[src/source/xm_regs_pkg.sv]
// Host register map of the text-mode front end.
// Register numbers 9 to 15 are unused: they read zero and ignore writes.
// The banner is 8 ASCII characters, followed on screen by the version
// as digit '.' digit digit.
package xm_regs_pkg;

    localparam int XM_BYTE_W = 8;           // host data bus width
    localparam int XM_REG_W  = 4;           // register number width

    localparam logic [XM_REG_W-1:0] XM_XR_ADDR  = 4'h0;    // XR address, odd byte reads XR
    localparam logic [XM_REG_W-1:0] XM_XR_DATA  = 4'h1;    // XR data, odd byte writes XR
    localparam logic [XM_REG_W-1:0] XM_RD_INCR  = 4'h2;
    localparam logic [XM_REG_W-1:0] XM_RD_ADDR  = 4'h3;    // odd byte starts a VRAM read
    localparam logic [XM_REG_W-1:0] XM_WR_INCR  = 4'h4;
    localparam logic [XM_REG_W-1:0] XM_WR_ADDR  = 4'h5;
    localparam logic [XM_REG_W-1:0] XM_DATA     = 4'h6;    // VRAM data port
    localparam logic [XM_REG_W-1:0] XM_DATA_2   = 4'h7;    // same port, second number
    localparam logic [XM_REG_W-1:0] XM_SYS_CTRL = 4'h8;

    localparam logic [11:0] VERSION    = 12'h031;   // three hex digits
    localparam logic [63:0] BANNER     = "TXTVID v";
    localparam int          BANNER_LEN = 12;        // name, digit, '.', digit, digit

endpackage

[src/source/vram_pkg.sv]
// Shared video-memory bus definitions.
// A text cell is one 16-bit word: attribute in the high byte, glyph low.
// Only the first CLEAR_WORDS cells are cleared after reset.
package vram_pkg;

    localparam int MEM_ADDR_W = 16;
    localparam int MEM_DATA_W = 16;

    // one VRAM word, seen raw or as a text cell
    typedef union packed {
        logic [MEM_DATA_W-1:0] word;
        struct packed {
            logic [7:0] attr;
            logic [7:0] glyph;
        } ch;
    } cell_t;

    localparam cell_t CLEAR_CELL = 16'h0220;   // blank, attribute 02
    localparam int    CLEAR_WORDS = 64;
    localparam int    TILES_WIDE  = 80;         // cells per text row

    localparam logic [7:0] BANNER_ATTR = 8'h02;

endpackage

[src/source/blit_regs.sv]
// Host register unit.
// Host strobes are single-cycle and synchronous to clk.
// Only odd-byte writes (and odd-byte DATA reads) start a memory access;
// even bytes are latched until the matching odd byte arrives.
// One request is held at a time: a newer command replaces a pending one.
`timescale 1ns/1ps

module blit_regs (
    input  logic                               clk,
    input  logic                               reset_i,
    input  logic                               bus_wr_strobe_i,
    input  logic                               bus_rd_strobe_i,
    input  logic [xm_regs_pkg::XM_REG_W-1:0]   bus_reg_num_i,
    input  logic                               bus_bytesel_i,     // 0 = even (high) byte
    input  logic [xm_regs_pkg::XM_BYTE_W-1:0]  bus_data_i,
    output logic [xm_regs_pkg::XM_BYTE_W-1:0]  bus_data_o,
    input  logic                               host_gnt_i,
    input  logic                               host_rd_ack_i,
    input  logic [vram_pkg::MEM_DATA_W-1:0]    vram_data_i,
    input  logic [vram_pkg::MEM_DATA_W-1:0]    xr_data_i,
    input  logic                               boot_busy_i,
    output logic                               host_req_o,
    output logic                               host_xr_o,
    output logic                               host_wr_o,
    output logic [vram_pkg::MEM_ADDR_W-1:0]    host_addr_o,
    output logic [vram_pkg::MEM_DATA_W-1:0]    host_wdata_o,
    output logic                               reconfig_o,
    output logic [1:0]                         boot_select_o,
    output logic [3:0]                         intr_mask_o
);
    import xm_regs_pkg::*;
    import vram_pkg::*;

    logic [MEM_ADDR_W-1:0] xr_addr;
    logic [MEM_ADDR_W-1:0] rd_incr;
    logic [MEM_ADDR_W-1:0] rd_addr;
    logic [MEM_ADDR_W-1:0] wr_incr;
    logic [MEM_ADDR_W-1:0] wr_addr;
    logic [MEM_DATA_W-1:0] xr_rd_data;      // last XR read word
    logic [MEM_DATA_W-1:0] vram_rd_data;    // last VRAM read word
    logic                  rd_is_xr;        // kind of the read in flight

    logic [XM_BYTE_W-1:0]  xr_data_even;
    logic [XM_BYTE_W-1:0]  data_even;
    logic [XM_BYTE_W-1:0]  other_even;      // generic even latch
    logic [XM_REG_W-1:0]   other_reg;       // register that filled it
    logic [XM_BYTE_W-1:0]  even_byte;

    logic                  cmd_valid;
    logic                  cmd_xr;
    logic                  cmd_wr;
    logic [MEM_ADDR_W-1:0] cmd_addr;
    logic [MEM_DATA_W-1:0] cmd_wdata;
    logic [MEM_DATA_W-1:0] rd_word;

    assign even_byte = (other_reg == bus_reg_num_i) ? other_even : '0;

    // readback, word picked by register then byte by select
    always_comb begin
        case (bus_reg_num_i)
            XM_XR_ADDR:          rd_word = xr_addr;
            XM_XR_DATA:          rd_word = xr_rd_data;
            XM_RD_INCR:          rd_word = rd_incr;
            XM_RD_ADDR:          rd_word = rd_addr;
            XM_WR_INCR:          rd_word = wr_incr;
            XM_WR_ADDR:          rd_word = wr_addr;
            XM_DATA, XM_DATA_2:  rd_word = vram_rd_data;
            XM_SYS_CTRL:         rd_word = {boot_busy_i, 3'b000, intr_mask_o, 8'h00};
            default:             rd_word = '0;
        endcase
        bus_data_o = bus_bytesel_i ? rd_word[7:0] : rd_word[15:8];
    end

    // which host byte access turns into a memory request
    always_comb begin
        cmd_valid = 1'b0;
        cmd_xr    = 1'b0;
        cmd_wr    = 1'b0;
        cmd_addr  = wr_addr;
        cmd_wdata = {data_even, bus_data_i};
        if (bus_wr_strobe_i && bus_bytesel_i) begin
            case (bus_reg_num_i)
                XM_XR_ADDR: begin
                    cmd_valid = 1'b1;
                    cmd_xr    = 1'b1;
                    cmd_addr  = {xr_addr[15:8], bus_data_i};    // read the new address
                end
                XM_XR_DATA: begin
                    cmd_valid = 1'b1;
                    cmd_xr    = 1'b1;
                    cmd_wr    = 1'b1;
                    cmd_addr  = xr_addr;
                    cmd_wdata = {xr_data_even, bus_data_i};
                end
                XM_RD_ADDR: begin
                    cmd_valid = 1'b1;
                    cmd_addr  = {rd_addr[15:8], bus_data_i};
                end
                XM_DATA, XM_DATA_2: begin
                    cmd_valid = 1'b1;
                    cmd_wr    = 1'b1;
                end
                default: ;
            endcase
        end
        if (bus_rd_strobe_i && bus_bytesel_i &&
            (bus_reg_num_i == XM_DATA || bus_reg_num_i == XM_DATA_2)) begin
            cmd_valid = 1'b1;       // prefetch next read word
            cmd_addr  = rd_addr;
        end
    end

    always_ff @(posedge clk) begin
        if (reset_i) begin
            host_req_o    <= 1'b0;
            reconfig_o    <= 1'b0;
            boot_select_o <= 2'b00;
            intr_mask_o   <= 4'b1000;
            xr_addr       <= '0;
            rd_incr       <= '0;
            rd_addr       <= '0;
            wr_incr       <= '0;
            wr_addr       <= '0;
            other_reg     <= '0;
        end else begin
            // the address used by a granted request steps on
            if (host_gnt_i) begin
                host_req_o <= 1'b0;
                rd_is_xr   <= host_xr_o;
                if (host_xr_o && host_wr_o) begin
                    xr_addr <= xr_addr + 1'b1;
                end else if (!host_xr_o && host_wr_o) begin
                    wr_addr <= wr_addr + wr_incr;
                end else if (!host_xr_o) begin
                    rd_addr <= rd_addr + rd_incr;
                end
            end

            if (host_rd_ack_i) begin
                if (rd_is_xr) begin
                    xr_rd_data <= xr_data_i;
                end else begin
                    vram_rd_data <= vram_data_i;
                end
            end

            if (cmd_valid) begin
                host_req_o   <= 1'b1;       // replaces anything pending
                host_xr_o    <= cmd_xr;
                host_wr_o    <= cmd_wr;
                host_addr_o  <= cmd_addr;
                host_wdata_o <= cmd_wdata;
            end

            if (bus_wr_strobe_i && !bus_bytesel_i) begin
                case (bus_reg_num_i)
                    XM_XR_ADDR:         xr_addr[15:8] <= bus_data_i;
                    XM_RD_ADDR:         rd_addr[15:8] <= bus_data_i;
                    XM_WR_ADDR:         wr_addr[15:8] <= bus_data_i;
                    XM_XR_DATA:         xr_data_even  <= bus_data_i;
                    XM_DATA, XM_DATA_2: data_even     <= bus_data_i;
                    default: begin
                        other_even <= bus_data_i;
                        other_reg  <= bus_reg_num_i;
                    end
                endcase
            end else if (bus_wr_strobe_i) begin
                case (bus_reg_num_i)
                    XM_XR_ADDR: xr_addr[7:0] <= bus_data_i;
                    XM_RD_ADDR: rd_addr[7:0] <= bus_data_i;
                    XM_WR_ADDR: wr_addr[7:0] <= bus_data_i;
                    XM_RD_INCR: rd_incr      <= {even_byte, bus_data_i};
                    XM_WR_INCR: wr_incr      <= {even_byte, bus_data_i};
                    XM_SYS_CTRL: begin
                        reconfig_o    <= even_byte[6];
                        boot_select_o <= even_byte[5:4];
                        intr_mask_o   <= even_byte[3:0];
                    end
                    default: ;
                endcase
            end
        end
    end

endmodule

[src/source/boot_writer.sv]
// Post-reset VRAM clear and banner writer.
// Clears cells 0 to CLEAR_WORDS-1, then writes the banner on the second
// text row starting at column 1. One write is offered per grant.
// Version digits are shown as lower-case hex.
`timescale 1ns/1ps

module boot_writer (
    input  logic                             clk,
    input  logic                             reset_i,
    input  logic                             boot_gnt_i,
    output logic                             boot_req_o,
    output logic [vram_pkg::MEM_ADDR_W-1:0]  boot_addr_o,
    output vram_pkg::cell_t                  boot_wdata_o,
    output logic                             boot_busy_o
);
    import xm_regs_pkg::*;
    import vram_pkg::*;

    logic                           banner_phase;   // 0 while clearing
    logic [$clog2(CLEAR_WORDS)-1:0] cnt;            // cell counter within phase
    logic [7:0]                     glyph;

    function automatic logic [7:0] hex_digit(input logic [3:0] n);
        hex_digit = (n > 4'd9) ? 8'h57 + {4'h0, n} : 8'h30 + {4'h0, n};
    endfunction

    always_comb begin
        case (cnt)
            8:       glyph = hex_digit(VERSION[11:8]);
            9:       glyph = 8'h2e;                   // '.'
            10:      glyph = hex_digit(VERSION[7:4]);
            11:      glyph = hex_digit(VERSION[3:0]);
            default: glyph = BANNER[63 - 8*cnt[2:0] -: 8];
        endcase

        if (banner_phase) begin
            boot_addr_o          = MEM_ADDR_W'(TILES_WIDE + 1 + cnt);
            boot_wdata_o.ch.attr  = BANNER_ATTR;
            boot_wdata_o.ch.glyph = glyph;
        end else begin
            boot_addr_o  = MEM_ADDR_W'(cnt);
            boot_wdata_o = CLEAR_CELL;
        end
    end

    assign boot_req_o = boot_busy_o;

    always_ff @(posedge clk) begin
        if (reset_i) begin
            banner_phase <= 1'b0;
            boot_busy_o  <= 1'b1;
            cnt          <= '0;
        end else if (boot_gnt_i) begin
            cnt <= cnt + 1'b1;
            if (!banner_phase && cnt == CLEAR_WORDS - 1) begin
                banner_phase <= 1'b1;       // clear done, start banner
                cnt          <= '0;
            end else if (banner_phase && cnt == BANNER_LEN - 1) begin
                boot_busy_o  <= 1'b0;       // last banner cell granted
            end
        end
    end

endmodule

[src/source/mem_arbiter.sv]
// Shared VRAM/XR bus arbiter.
// Nothing is granted while the video generator owns memory (vgen_sel_i high).
// The boot writer wins over the host. Grants are combinational pulses;
// the granted access is registered and appears on the bus the next cycle.
// Host read data arrives one cycle after the access, flagged by host_rd_ack_o.
`timescale 1ns/1ps

module mem_arbiter (
    input  logic                             clk,
    input  logic                             reset_i,
    input  logic                             vgen_sel_i,
    input  logic                             boot_req_i,
    input  logic [vram_pkg::MEM_ADDR_W-1:0]  boot_addr_i,
    input  vram_pkg::cell_t                  boot_wdata_i,
    input  logic                             host_req_i,
    input  logic                             host_xr_i,
    input  logic                             host_wr_i,
    input  logic [vram_pkg::MEM_ADDR_W-1:0]  host_addr_i,
    input  logic [vram_pkg::MEM_DATA_W-1:0]  host_wdata_i,
    output logic                             boot_gnt_o,
    output logic                             host_gnt_o,
    output logic                             host_rd_ack_o,
    output logic                             vram_sel_o,
    output logic                             xr_sel_o,
    output logic                             mem_wr_o,
    output logic [vram_pkg::MEM_ADDR_W-1:0]  mem_addr_o,
    output logic [vram_pkg::MEM_DATA_W-1:0]  mem_data_o
);

    logic host_rd_pend;     // host read on the bus this cycle

    assign boot_gnt_o = !vgen_sel_i && boot_req_i;
    assign host_gnt_o = !vgen_sel_i && !boot_req_i && host_req_i;

    always_ff @(posedge clk) begin
        if (reset_i) begin
            vram_sel_o    <= 1'b0;
            xr_sel_o      <= 1'b0;
            mem_wr_o      <= 1'b0;
            host_rd_pend  <= 1'b0;
            host_rd_ack_o <= 1'b0;
        end else begin
            vram_sel_o    <= boot_gnt_o || (host_gnt_o && !host_xr_i);
            xr_sel_o      <= host_gnt_o && host_xr_i;
            mem_wr_o      <= boot_gnt_o || (host_gnt_o && host_wr_i);
            host_rd_pend  <= host_gnt_o && !host_wr_i;
            host_rd_ack_o <= host_rd_pend;      // data valid the cycle after access
        end
    end

    // bus payload
    always_ff @(posedge clk) begin
        if (boot_gnt_o) begin
            mem_addr_o <= boot_addr_i;
            mem_data_o <= boot_wdata_i.word;
        end else if (host_gnt_o) begin
            mem_addr_o <= host_addr_i;
            mem_data_o <= host_wdata_i;
        end
    end

endmodule

[src/source/blitter_top.sv]
// Register front end of the text-mode video controller.
// Host strobes must be single-cycle pulses synchronous to clk.
// bus_data_o is combinational from bus_reg_num_i and bus_bytesel_i.
`timescale 1ns/1ps

module blitter_top (
    input  logic                               clk,
    input  logic                               reset_i,
    input  logic                               bus_wr_strobe_i,
    input  logic                               bus_rd_strobe_i,
    input  logic [xm_regs_pkg::XM_REG_W-1:0]   bus_reg_num_i,
    input  logic                               bus_bytesel_i,     // 0 = even (high) byte
    input  logic [xm_regs_pkg::XM_BYTE_W-1:0]  bus_data_i,
    output logic [xm_regs_pkg::XM_BYTE_W-1:0]  bus_data_o,
    input  logic                               vgen_sel_i,        // video owns memory
    output logic                               vram_sel_o,
    output logic                               xr_sel_o,
    output logic                               mem_wr_o,
    output logic [vram_pkg::MEM_ADDR_W-1:0]    mem_addr_o,
    output logic [vram_pkg::MEM_DATA_W-1:0]    mem_data_o,
    input  logic [vram_pkg::MEM_DATA_W-1:0]    vram_data_i,
    input  logic [vram_pkg::MEM_DATA_W-1:0]    xr_data_i,
    output logic                               reconfig_o,
    output logic [1:0]                         boot_select_o,
    output logic [3:0]                         intr_mask_o
);
    import vram_pkg::*;

    logic                  host_req;
    logic                  host_xr;
    logic                  host_wr;
    logic [MEM_ADDR_W-1:0] host_addr;
    logic [MEM_DATA_W-1:0] host_wdata;
    logic                  host_gnt;
    logic                  host_rd_ack;
    logic                  boot_req;
    logic [MEM_ADDR_W-1:0] boot_addr;
    cell_t                 boot_wdata;
    logic                  boot_gnt;
    logic                  boot_busy;

    blit_regs i_blit_regs (
        .clk             (clk),
        .reset_i         (reset_i),
        .bus_wr_strobe_i (bus_wr_strobe_i),
        .bus_rd_strobe_i (bus_rd_strobe_i),
        .bus_reg_num_i   (bus_reg_num_i),
        .bus_bytesel_i   (bus_bytesel_i),
        .bus_data_i      (bus_data_i),
        .bus_data_o      (bus_data_o),
        .host_gnt_i      (host_gnt),
        .host_rd_ack_i   (host_rd_ack),
        .vram_data_i     (vram_data_i),
        .xr_data_i       (xr_data_i),
        .boot_busy_i     (boot_busy),
        .host_req_o      (host_req),
        .host_xr_o       (host_xr),
        .host_wr_o       (host_wr),
        .host_addr_o     (host_addr),
        .host_wdata_o    (host_wdata),
        .reconfig_o      (reconfig_o),
        .boot_select_o   (boot_select_o),
        .intr_mask_o     (intr_mask_o)
    );

    boot_writer i_boot_writer (
        .clk          (clk),
        .reset_i      (reset_i),
        .boot_gnt_i   (boot_gnt),
        .boot_req_o   (boot_req),
        .boot_addr_o  (boot_addr),
        .boot_wdata_o (boot_wdata),
        .boot_busy_o  (boot_busy)
    );

    mem_arbiter i_mem_arbiter (
        .clk           (clk),
        .reset_i       (reset_i),
        .vgen_sel_i    (vgen_sel_i),
        .boot_req_i    (boot_req),
        .boot_addr_i   (boot_addr),
        .boot_wdata_i  (boot_wdata),
        .host_req_i    (host_req),
        .host_xr_i     (host_xr),
        .host_wr_i     (host_wr),
        .host_addr_i   (host_addr),
        .host_wdata_i  (host_wdata),
        .boot_gnt_o    (boot_gnt),
        .host_gnt_o    (host_gnt),
        .host_rd_ack_o (host_rd_ack),
        .vram_sel_o    (vram_sel_o),
        .xr_sel_o      (xr_sel_o),
        .mem_wr_o      (mem_wr_o),
        .mem_addr_o    (mem_addr_o),
        .mem_data_o    (mem_data_o)
    );

endmodule

[config.mk]
export PLATFORM = sky130hd
export DESIGN_NAME = blitter_top
export DESIGN_NICKNAME = d
export VERILOG_FILES = /design/src/source/xm_regs_pkg.sv /design/src/source/vram_pkg.sv /design/src/source/blit_regs.sv /design/src/source/boot_writer.sv /design/src/source/mem_arbiter.sv /design/src/source/blitter_top.sv
export SDC_FILE = /design/constraint.sdc
export NUM_CORES = 1
export LEC_CHECK = 0
export BUFFER_PORTS_ARGS = -buffer_cell sky130_fd_sc_hd__buf_2
export CORE_MARGIN = 3
export CORE_UTILIZATION = 40
export DETAILED_ROUTE_END_ITERATION = 12
export PLACE_DENSITY_LB_ADDON = 0.1
export SYNTH_ARGS = -nofsm -noshare
export SYNTH_HDL_FRONTEND = slang
export SYNTH_HIERARCHICAL = 1
export SYNTH_SLANG_ARGS = --single-unit
export TNS_END_PERCENT = 1
[constraint.sdc]
create_clock -name clk -period 11.55 [get_ports clk]
set_input_delay 2.31 -clock clk [delete_from_list [all_inputs] [get_ports clk]]
set_output_delay 2.31 -clock clk [all_outputs]
set_load 0.05 [all_outputs]
# After elaboration in Yosys (flattened, before gate mapping)
# Index checks and enable logic that the tools add are counted.
[op_classes]
add_sub_neg = 6
eq_ne = 14
shifts = 1
mux = 47
n_bitwise = 5
n_reduce_logical = 45
[ops]
columns = ["op", "n"]
rows = [
  ["$mux 16", 18],
  ["$mux 8", 18],
  ["$pmux 16 s8", 1],
  ["$shiftx 71x33->8 const A", 1],
  ["$pmux 16 s3", 1],
  ["$add 16x16->16", 2],
  ["$pmux 8 s4", 1],
  ["$reduce_and 3->1", 9],
  ["$eq 6x4->1 const B", 4],
  ["$add 16x1->16 const B", 1],
  ["$eq 4x3->1 const B", 4],
  ["$logic_and 1x1->1", 15],
  ["$add 7x6->8 const A", 1],
  ["$eq 4x2->1 const B", 2],
  ["$reduce_and 2->1", 4],
  ["$mux 1", 7],
  ["$sub 6x6->7 const A", 1],
  ["$add 6x1->6 const B", 1],
  ["$eq 6x6->1 const B", 1],
  ["$logic_not 1->1", 6],
  ["$mux 6", 1],
  ["$reduce_or 6->1", 1],
  ["$not 1->1", 5],
  ["$reduce_or 5->1", 1],
  ["other kinds (8)", 12],
]
[totals]
register_bits = 228
input_bits = 50
wordCells = 148

# Depth between registers and ports, before layout
# Gate-level depths: netlist of the first run.
[depth]
ltp_word = 8
ltp_mapped = 11
mapped_depth_nobuf = 9

# Cells and area by module
# The synthesis of the first run kept the hierarchy.
[modules_own_cells]
columns = ["mod", "n_inst", "cells_per_inst", "area_each_um2"]
rows = [
  ["blit_regs", 1, 1033, 9708.1],
  ["mem_arbiter", 1, 85, 1675.4],
  ["boot_writer", 1, 121, 917.1],
]

# Least setup slack after synthesis of the first run
# OpenSTA, ideal clock, no wires.
[synth_timing]
kind = "in2out"
startpoint = "input bus_reg_num_i[3] in the netlist's numbering"
endpoint = "output bus_data_o[1] in the netlist's numbering"
t_arrival_ns = 4.334
required_time_ns = 9.240
slack_ns = 4.906
path_stages = 7
path_buffers = 3
cell_sequence = "buf_4 -> nand2b_1 -> buf_2 -> nor2_2 -> buf_2 -> a222oi_1 -> a31oi_1"
[synth_via]
elab_chain_cells = 4
elab_cells_between_ends = 12
classes_between = "eq/ne (8); mux (2); reduce/logical (2)"
[synth_lines]
columns = ["element", "line", "text"]
rows = [
  ["from (decl)", "blitter_top.sv:11", "input logic [xm_regs_pkg::XM_REG_W-1:0] bus_reg_num_i,"],
  ["$eq 4x3->1", "blit_regs.sv:60", "case (bus_reg_num_i)"],
  ["$reduce_or 2->1", "n/a", ""],
  ["$pmux 16 s8 (*)", "blit_regs.sv:60", ""],
  ["$mux 8 (*)", "blit_regs.sv:71", "bus_data_o = bus_bytesel_i ? rd_word[7:0] : rd_word[15:8];"],
  ["to (decl)", "blitter_top.sv:14", "output logic [xm_regs_pkg::XM_BYTE_W-1:0] bus_data_o,"],
]
# Every way passes the cells marked *; elsewhere a longest branch is shown, timed or not.

# Final worst setup path of the first run
[layout_timing]
startpoint = "input bus_reg_num_i[2] in the netlist's numbering"
endpoint = "output bus_data_o[1] in the netlist's numbering"
# The elaborated chain is that of the path after synthesis.

==> out/metrics.cfg, run 1 <==
[setup_path]
worstSetupStartpointType=input port
reg2reg_slack_ns=8.91
crit_type=in -> out
crit_fanout=23
arrival_ns=5.00
crit_path_end_kind=output pin
critPathRequiredTime_ns=9.24

[floorplanning]
rows=63
dieWidth_um=181.4
pin_count=100
dieArea_um2=32890
die_h_um=181.4
initial_core_util_pct=41.07
core-area_um2=29950

[global_route]
grt.overflow.total=0
top_usage_layer=met2
grt_pass1_vias=9201
grt_pass1_wl_um=59060
grt_max_degree=60
met2_usage_pct=36.99
antenna_found_initial=1
use_met1_pct=33.35
use_met3_pct=3.886
grtUsageTotal_pct=23.35

[detailed_routing]
ant_nets=0
wl_per_cell_um=23.24
vias=9854
drcViolationCount=0
dr.pass1.iters=6
route.final.wire_length_um=39560
drtIter0Drc=930
viasPerCell=5.790

[clocking]
cts_buffer_depth=3
cts_max_level=1
ctsHoldBuffers=0
numCtsBuffers=27
cts_setup_buffers=0
numClockSinks=228
clock_latency_ns=0.54
ctsResizeCount=0
cts.clk_slew.worst_paths_ns=0.06
root_buffer=clkbuf_16
cts_tree=built

[logic_synthesis]
synth.cell_area_um2=12300
yosysSeqAreaShare_pct=47.12
synth_top_area_share_pct=30.03
syn_avg_cell_area_um2=9.928
ys_types=85
synth-edff-count=123
synth_seq_cells=228
yosysMostFrequentCell=nand2_1
ys_warn_count=6
async_flop_share_pct=0
netlist_instances=1239
synth_ff_type=edfxtp_1
synth_area_leader_cell=edfxtp_1
yosys-top-cells-count=nand2_1, edfxtp_1, nor2_1
synth_area_leaders=edfxtp_1, dfxtp_1, nand2_1

[sta]
setup_violations=0
rsz0062_at_grt=no
hold_violations=0
relSlewSlack_pct=19.16
post-route-period-util_pct=63.29
whs_ns=0.4330
clock_skew_ns=0.01731
timing.fmax_mhz=136.8
fin_ws_ns=4.241
worstMarginPinSlew_ns=1.203
setup_tns_ns=0
timing.final.max_slew_violations=0
fin_crit_ns=7.309

[finish]
final_layout_size_suffix_gt1_share_pct=17.38
nets=1381
final_core_util_pct=45.82
final_area_um2=13720
diodes=0
stdcell_count=1702
syn2layout_area_growth_pct=11.58

[min_path]
hold_path.class=reg -> reg

[place]
dp_slack_ns=4.255
place_area_um2=12880
hpwl_um=28350
gp_congestion=0.9811
io_buffers=99
dp.cells=1652

[power_and_ir_drop]
power_mw=1.838
cellPowerDensity_nw_per_um2=133.9
ir_worst_vdd_v=0.00009218
p_leak_nw=4.944

[run]
drv_cap=0

[status]
status=completed

## final cells by class
type	count	area, µm²
Clock buffer	38	757.0
Timing Repair Buffer	108	565.5
Sequential cell	228	5796
Tap cell	390	488.0
Fill cell	2900	16230
Clock inverter	12	90.09
Multi-Input combinational cell	915	5987
Inverter	11	41.29
## per-layer routing
metal	vias up	share of wire [%]	routed length [µm]
met4	2	3.2	1268
met1	4726	44	17390
li1	4631	-	-
met2	417	45	17730
met3	78	8.0	3159
met5	-	0.033	13
## worst max-delay path: stages
cell	delay [ns]
buf_2	0.45
nand2b_1	0.25
nor2_1	0.92
a22oi_1	0.21
nand4_1	0.15
nor2_1	0.05
a31oi_1	0.31
buf_2	0.34
## power breakdown
group          total [mW]  switching [mW]  internal, mW
clock               0.814           0.336         0.478
sequential          0.880          0.0106         0.870
combinational       0.144           0.103        0.0405
total                1.84           0.450          1.39
## layout by cell type (no fill, tap or decap), drive strengths merged, types with 21 or more instances in the layout
cell type,n
nand3,21
xnor2,22
dfxtp,105
buf,108
a21oi,101
clkbuf,38
nor3,24
mux2,44
edfxtp,123
ha,38
nor2,125
nand2,177
o21ai,30
a211oi,37
## cell families after synthesis
logic type / after synthesis / share of synthesized area, %
AO/OA/AOI/OAI: 307 / 16.90
XOR/XNOR: 41 / 2.919
adder cells (fa/ha/maj): 40 / 4.191
buffers and inverters: 111 / 4.883
flip-flops: 228 / 47.12
multiplexers: 61 / 6.296
other: 2 / 0.06105
AND/OR/NAND/NOR: 449 / 17.64
## worst paths after layout
path | startpoint | end | cells past startpoint
max reg2reg | i_boot_writer/boot_busy_o$_SDFFE_PP1P_ | i_blit_regs/rd_addr[15]$_SDFF_PP0_ | 8
min | i_mem_arbiter/host_rd_pend$_SDFF_PP0_ | i_mem_arbiter/host_rd_ack_o$_SDFF_PP0_ | 1
max | bus_reg_num_i[2] | bus_data_o[1] | 8
min reg2reg | i_mem_arbiter/host_rd_pend$_SDFF_PP0_ | i_mem_arbiter/host_rd_ack_o$_SDFF_PP0_ | 1
No activity file was read; power rests on OpenSTA's default activity.
==> inputs of run 2 (changes only) <==
==> constraint.sdc (replaced) <==
create_clock -name clk -period 6.73 [get_ports clk]
set_input_delay 1.346 -clock clk [delete_from_list [all_inputs] [get_ports clk]]
set_output_delay 1.346 -clock clk [all_outputs]
set_load 0.05 [all_outputs]
==> out/metrics.cfg, run 2 (synthesis gave the netlist of run 1 again) <==
[clocking]
numCtsBuffers=26  ; -3.7%
numClockSinks=228  ; unchanged
cts_tree=built
clock_latency_ns=0.53  ; about the same
cts_setup_buffers=0  ; unchanged
cts_max_level=1  ; unchanged
root_buffer=clkbuf_16
cts_buffer_depth=3  ; unchanged
ctsResizeCount=0  ; unchanged
cts.clk_slew.worst_paths_ns=0.06  ; about the same
ctsHoldBuffers=0  ; unchanged

[global_route]
use_met1_pct=32.81  ; -0.54 points
grt_pass1_vias=9254  ; +0.58%
grt_max_degree=75  ; +25%
grt_pass1_wl_um=58470  ; -1.0%
met2_usage_pct=35.09  ; -1.9 points
grtUsageTotal_pct=23.06  ; -0.30 points
top_usage_layer=met2
use_met3_pct=3.443  ; -0.44 points
antenna_found_initial=0  ; -1
grt.overflow.total=0  ; unchanged

[setup_path]
crit_fanout=26  ; +13%
crit_path_end_kind=output pin
timing.rr.end=i_blit_regs/wr_addr[10]$_SDFF_PP0_
arrival_ns=4.04  ; -0.96 ns
crit_type=in -> out
critPathRequiredTime_ns=5.38  ; -3.86 ns
reg2reg_slack_ns=4.13  ; -4.78 ns
rr_worst_depth=9  ; +1
r2r_start=i_blit_regs/wr_addr[0]$_SDFF_PP0_
worstSetupStartpointType=input port

[detailed_routing]
viasPerCell=5.733  ; -0.99%
wl_per_cell_um=22.99  ; -1.1%
dr.pass1.iters=8  ; +2
drcViolationCount=0  ; unchanged
vias=9751  ; -1.0%
drtIter0Drc=1072  ; +15%
ant_nets=0  ; unchanged
route.final.wire_length_um=39110  ; -1.1%

[sta]
fin_crit_ns=5.388
worstMarginPinSlew_ns=1.123  ; -0.08020 ns
setup_tns_ns=0  ; unchanged
clock_skew_ns=0.01155  ; -0.005757 ns
post-route-period-util_pct=80.06
setup_violations=0  ; unchanged
timing.fmax_mhz=185.6
hold_violations=0  ; unchanged
rsz0062_at_grt=no
relSlewSlack_pct=24.72  ; +5.6 points
timing.final.max_slew_violations=0  ; unchanged

[floorplanning]
core-area_um2=29950  ; unchanged
dieWidth_um=181.4  ; unchanged
die_h_um=181.4  ; unchanged
pin_count=100  ; unchanged
initial_core_util_pct=41.07  ; unchanged
dieArea_um2=32890  ; unchanged
rows=63  ; unchanged

[finish]
diodes=0  ; unchanged
nets=1381  ; unchanged
layout_commonest_cell=nand2_1
syn2layout_area_growth_pct=11.65  ; about the same
final_area_um2=13730  ; about the same
final_layout_size_suffix_gt1_share_pct=17.32  ; -0.063 points
final_cell_mix=nand2_1, edfxtp_1, nor2_1, dfxtp_1, a21oi_1

[status]
status=completed

[min_path]
worst_hold_path.num_cells=1  ; unchanged
worstHoldEndpoint=i_mem_arbiter/host_rd_ack_o$_SDFF_PP0_
hold_path.class=reg -> reg
min_from=i_mem_arbiter/host_rd_pend$_SDFF_PP0_

[power_and_ir_drop]
cellPowerDensity_nw_per_um2=229.6  ; +71%
ir_worst_vdd_v=0.0001719  ; +86%
power_mw=3.154  ; +72%
p_leak_nw=4.934  ; -0.20%

[run]
drv_cap=0  ; unchanged

[place]
place_area_um2=12890  ; about the same
io_buffers=99  ; unchanged
hpwl_um=28150  ; -0.70%
gp_congestion=0.9606  ; -2.1%

## run 2: critical path: stages
cell	delay [ns]
buf_2	0.36
nand2b_1	0.33
nor3_4	0.93
a22oi_1	0.23
nand3_1	0.14
o21ai_1	0.06
a31oi_1	0.29
buf_2	0.33
## run 2: how the worst max path moves through the flow
| stage | startpoint | slack (ns) | depth (start not counted) | endpoint |
|---|---|---|---|---|
| global placement | bus_reg_num_i[0] | 1.51 | 8 | bus_data_o[7] |
| floorplan | bus_reg_num_i[3] | 2.01 | 7 | bus_data_o[1] |
| global route | bus_reg_num_i[0] | 1.19 | 8 | bus_data_o[0] |
| CTS | bus_reg_num_i[0] | 1.47 | 8 | bus_data_o[7] |
| detailed placement | bus_reg_num_i[0] | 1.46 | 8 | bus_data_o[7] |
| finish | bus_reg_num_i[0] | 1.34 | 8 | bus_data_o[0] |
## run 2: per-stage QoR
stage / utilization [%] / hold slack (ns) / worst slack (ns) / instances
detailed placement: 43.03 / 0.4324 / 1.464 / 1653
CTS: 45.85 / 0.4465 / 1.465 / 1701
global route: 45.85 / 0.4609 / 1.194 / 1701
global placement: 43.03 / 0.4252 / 1.513 / 1653
finish: 45.85 / 0.4429 / 1.342 / 1701
floorplan: - / 0.4138 / 2.014 / 1254
## run 2: report_power, final
group | switching (mW) | total [mW] | internal [mW] | leakage, nW
clock | 0.572 | 1.40 | 0.825 | 0.410
combinational | 0.177 | 0.247 | 0.0697 | 2.54
sequential | 0.0177 | 1.51 | 1.49 | 1.99
total | 0.767 | 3.15 | 2.39 | 4.93
## run 2: final cells by class
class                           instances  area, µm²
Sequential cell                       228       5796
Clock buffer                           37      721.9
Fill cell                            2901      16220
Clock inverter                         11      121.4
Multi-Input combinational cell        915       5992
Inverter                               11      41.29
Tap cell                              390      488.0
Timing Repair Buffer                  109      573.1
## run 2: routing by layer
| metal | up-vias | share of wire, % |
|---|---|---|
| li1 | 4627 | - |
| met1 | 4642 | 44 |
| met2 | 381 | 43 |
| met3 | 101 | 7.2 |
| met4 | 0 | 5.2 |
| met5 | - | 0 |
==> inputs of run 3 (changes only) <==
==> constraint.sdc (replaced) <==
create_clock -name clk -period 5.2 [get_ports clk]
set_input_delay 1.04 -clock clk [delete_from_list [all_inputs] [get_ports clk]]
set_output_delay 1.04 -clock clk [all_outputs]
set_load 0.05 [all_outputs]
==> out/metrics.cfg, run 3 (synthesis gave the netlist of run 1 again) <==
[place]
gp_congestion=0.9947  ; +3.5%
hpwl_um=28610  ; +1.7%
io_buffers=99  ; unchanged
dp_slack_ns=0.8710  ; -0.5930 ns
dp.cells=1658  ; +0.30%

[setup_path]
critPathRequiredTime_ns=4.16  ; -1.22 ns
crit_path_end_kind=output pin
reg2reg_slack_ns=2.55  ; -1.58 ns
startpoint=bus_reg_num_i[2]
crit_fanout=23  ; -12%
timing.rr.end=i_blit_regs/rd_addr[12]$_SDFF_PP0_
arrival_ns=3.37  ; -0.67 ns
crit_type=in -> out
rr_worst_depth=9  ; unchanged
crit_path_end=bus_data_o[7]
worstSetupStartpointType=input port
r2r_start=i_blit_regs/rd_addr[0]$_SDFF_PP0_

[clocking]
root_buffer=clkbuf_16
cts_tree=built
numClockSinks=228  ; unchanged
ctsResizeCount=0  ; unchanged
cts_buffer_depth=3  ; unchanged
cts_setup_buffers=0  ; unchanged
clock_latency_ns=0.54  ; about the same
numCtsBuffers=28  ; +7.7%
cts.clk_slew.worst_paths_ns=0.06  ; about the same
ctsHoldBuffers=0  ; unchanged
cts_max_level=1  ; unchanged

[sta]
fin_ws_ns=0.7945  ; -0.5475 ns
rsz0062_at_grt=no
fin_crit_ns=4.405
post-route-period-util_pct=84.72
setup_violations=0  ; unchanged
hold_violations=0  ; unchanged
clock_skew_ns=0.007352  ; -0.004200 ns
worstMarginPinSlew_ns=1.135  ; +0.01238 ns
setup_tns_ns=0  ; unchanged
timing.fmax_mhz=227.0
relSlewSlack_pct=23.72  ; -1.0 points
timing.final.max_slew_violations=0  ; unchanged

[finish]
fillCellCount=2892  ; -0.31%
syn2layout_area_growth_pct=12.66
diodes=0  ; unchanged
stdcell_count=1710  ; +0.53%
layout_commonest_cell=nand2_1
final_layout_size_suffix_gt1_share_pct=17.88  ; +0.56 points
final_cell_mix=nand2_1, edfxtp_1, nor2_1, dfxtp_1, a21oi_1
regArea_um2=5796  ; unchanged
multi_input_area_um2=5987  ; about the same
nets=1388  ; +0.51%

[power_and_ir_drop]
ir_worst_vdd_v=0.0002264  ; +32%
p_sw_share_pct=24.22  ; -0.096 points
clock_power_share_pct=46.3  ; +2.0 points
power_switching_mw=1.028  ; +34%
power_mw=4.245  ; +35%
power_frac_comb_pct=7.6  ; -0.2 points
p_seq_share_pct=46.1  ; -1.8 points
p_leak_nw=5.008  ; +1.5%
p_int_mw=3.217  ; +35%
cellPowerDensity_nw_per_um2=306.3  ; +33%

[min_path]
hold_path.class=reg -> reg
min_from=i_mem_arbiter/host_rd_pend$_SDFF_PP0_

[floorplanning]
pin_count=100  ; unchanged
dieWidth_um=181.4  ; unchanged
dieArea_um2=32890  ; unchanged
rows=63  ; unchanged
initial_core_util_pct=41.07  ; unchanged
core-area_um2=29950  ; unchanged
die_h_um=181.4  ; unchanged

[detailed_routing]
dr.pass1.iters=6  ; -2
drcViolationCount=0  ; unchanged
vias=9969  ; +2.2%
drtIter0Drc=1082  ; +0.93%
ant_nets=0  ; unchanged
route.final.wire_length_um=39570  ; +1.2%
viasPerCell=5.830  ; +1.7%
wl_per_cell_um=23.14  ; +0.64%

[global_route]
antenna_found_initial=0  ; unchanged
grt_pass1_wl_um=59450  ; +1.7%
grtUsageTotal_pct=23.52  ; +0.46 points
grt_max_degree=47  ; -37%
grt.overflow.total=0  ; unchanged
grt_pass1_vias=9325  ; +0.77%

[run]
drv_cap=0  ; unchanged

[status]
status=completed

## run 3: layer usage
layer  track usage [%]  vias to the layer above  wire, µm
met4             8.988                        0      1941
met1             33.95                     4784     17620
li1                  -                     4642         -
met3             3.040                       98      2935
met5                 0                        -         0
met2             36.07                      445     17060
## run 3: power by group through the flow
stage               Combinational, mW  Clock, mW  Sequential, mW
floorplan                       0.185          0            2.04
global placement                0.319          0            1.99
detailed placement              0.321          0            1.99
CTS                             0.322       2.00            1.95
global route                    0.345       2.08            1.96
finish                          0.323       1.97            1.95
## run 3: worst min path at each step
stage,to,slack [ns],depth (start not counted)
after global placement,i_mem_arbiter/host_rd_ack_o$_SDFF_PP0_,0.43,1
after detailed placement,i_mem_arbiter/host_rd_ack_o$_SDFF_PP0_,0.43,1
after global routing,i_mem_arbiter/host_rd_ack_o$_SDFF_PP0_,0.47,1
after floorplan,i_mem_arbiter/host_rd_ack_o$_SDFF_PP0_,0.41,1
final,i_mem_arbiter/host_rd_ack_o$_SDFF_PP0_,0.46,1
after CTS,i_mem_arbiter/host_rd_ack_o$_SDFF_PP0_,0.46,1
## run 3: through the flow
step	hold slack [ns]	instance area, µm²	utilization, %
global route	0.4734	13860	46.27
CTS	0.4624	13860	46.27
floorplan	0.4138	12360	-
finish	0.4568	13860	46.27
global placement	0.4339	12920	43.14
detailed placement	0.4277	12920	43.14
## run 3: area by class of cell
| type | instances | share of cell area, % |
|---|---|---|
| Inverter | 11 | 0.2979 |
| Tap cell | 390 | 3.521 |
| Clock buffer | 34 | 5.218 |
| Clock inverter | 18 | 1.535 |
| Sequential cell | 228 | 41.82 |
| Multi-Input combinational cell | 915 | 43.20 |
| Timing Repair Buffer | 114 | 4.406 |
## run 3: critical path, stage by stage
cell	delay (ns)
buf_2	0.47
nand2_1	0.32
nor2_1	0.43
buf_4	0.25
a22oi_1	0.07
nand4_1	0.10
nor2_1	0.05
a31oi_1	0.29
buf_2	0.34
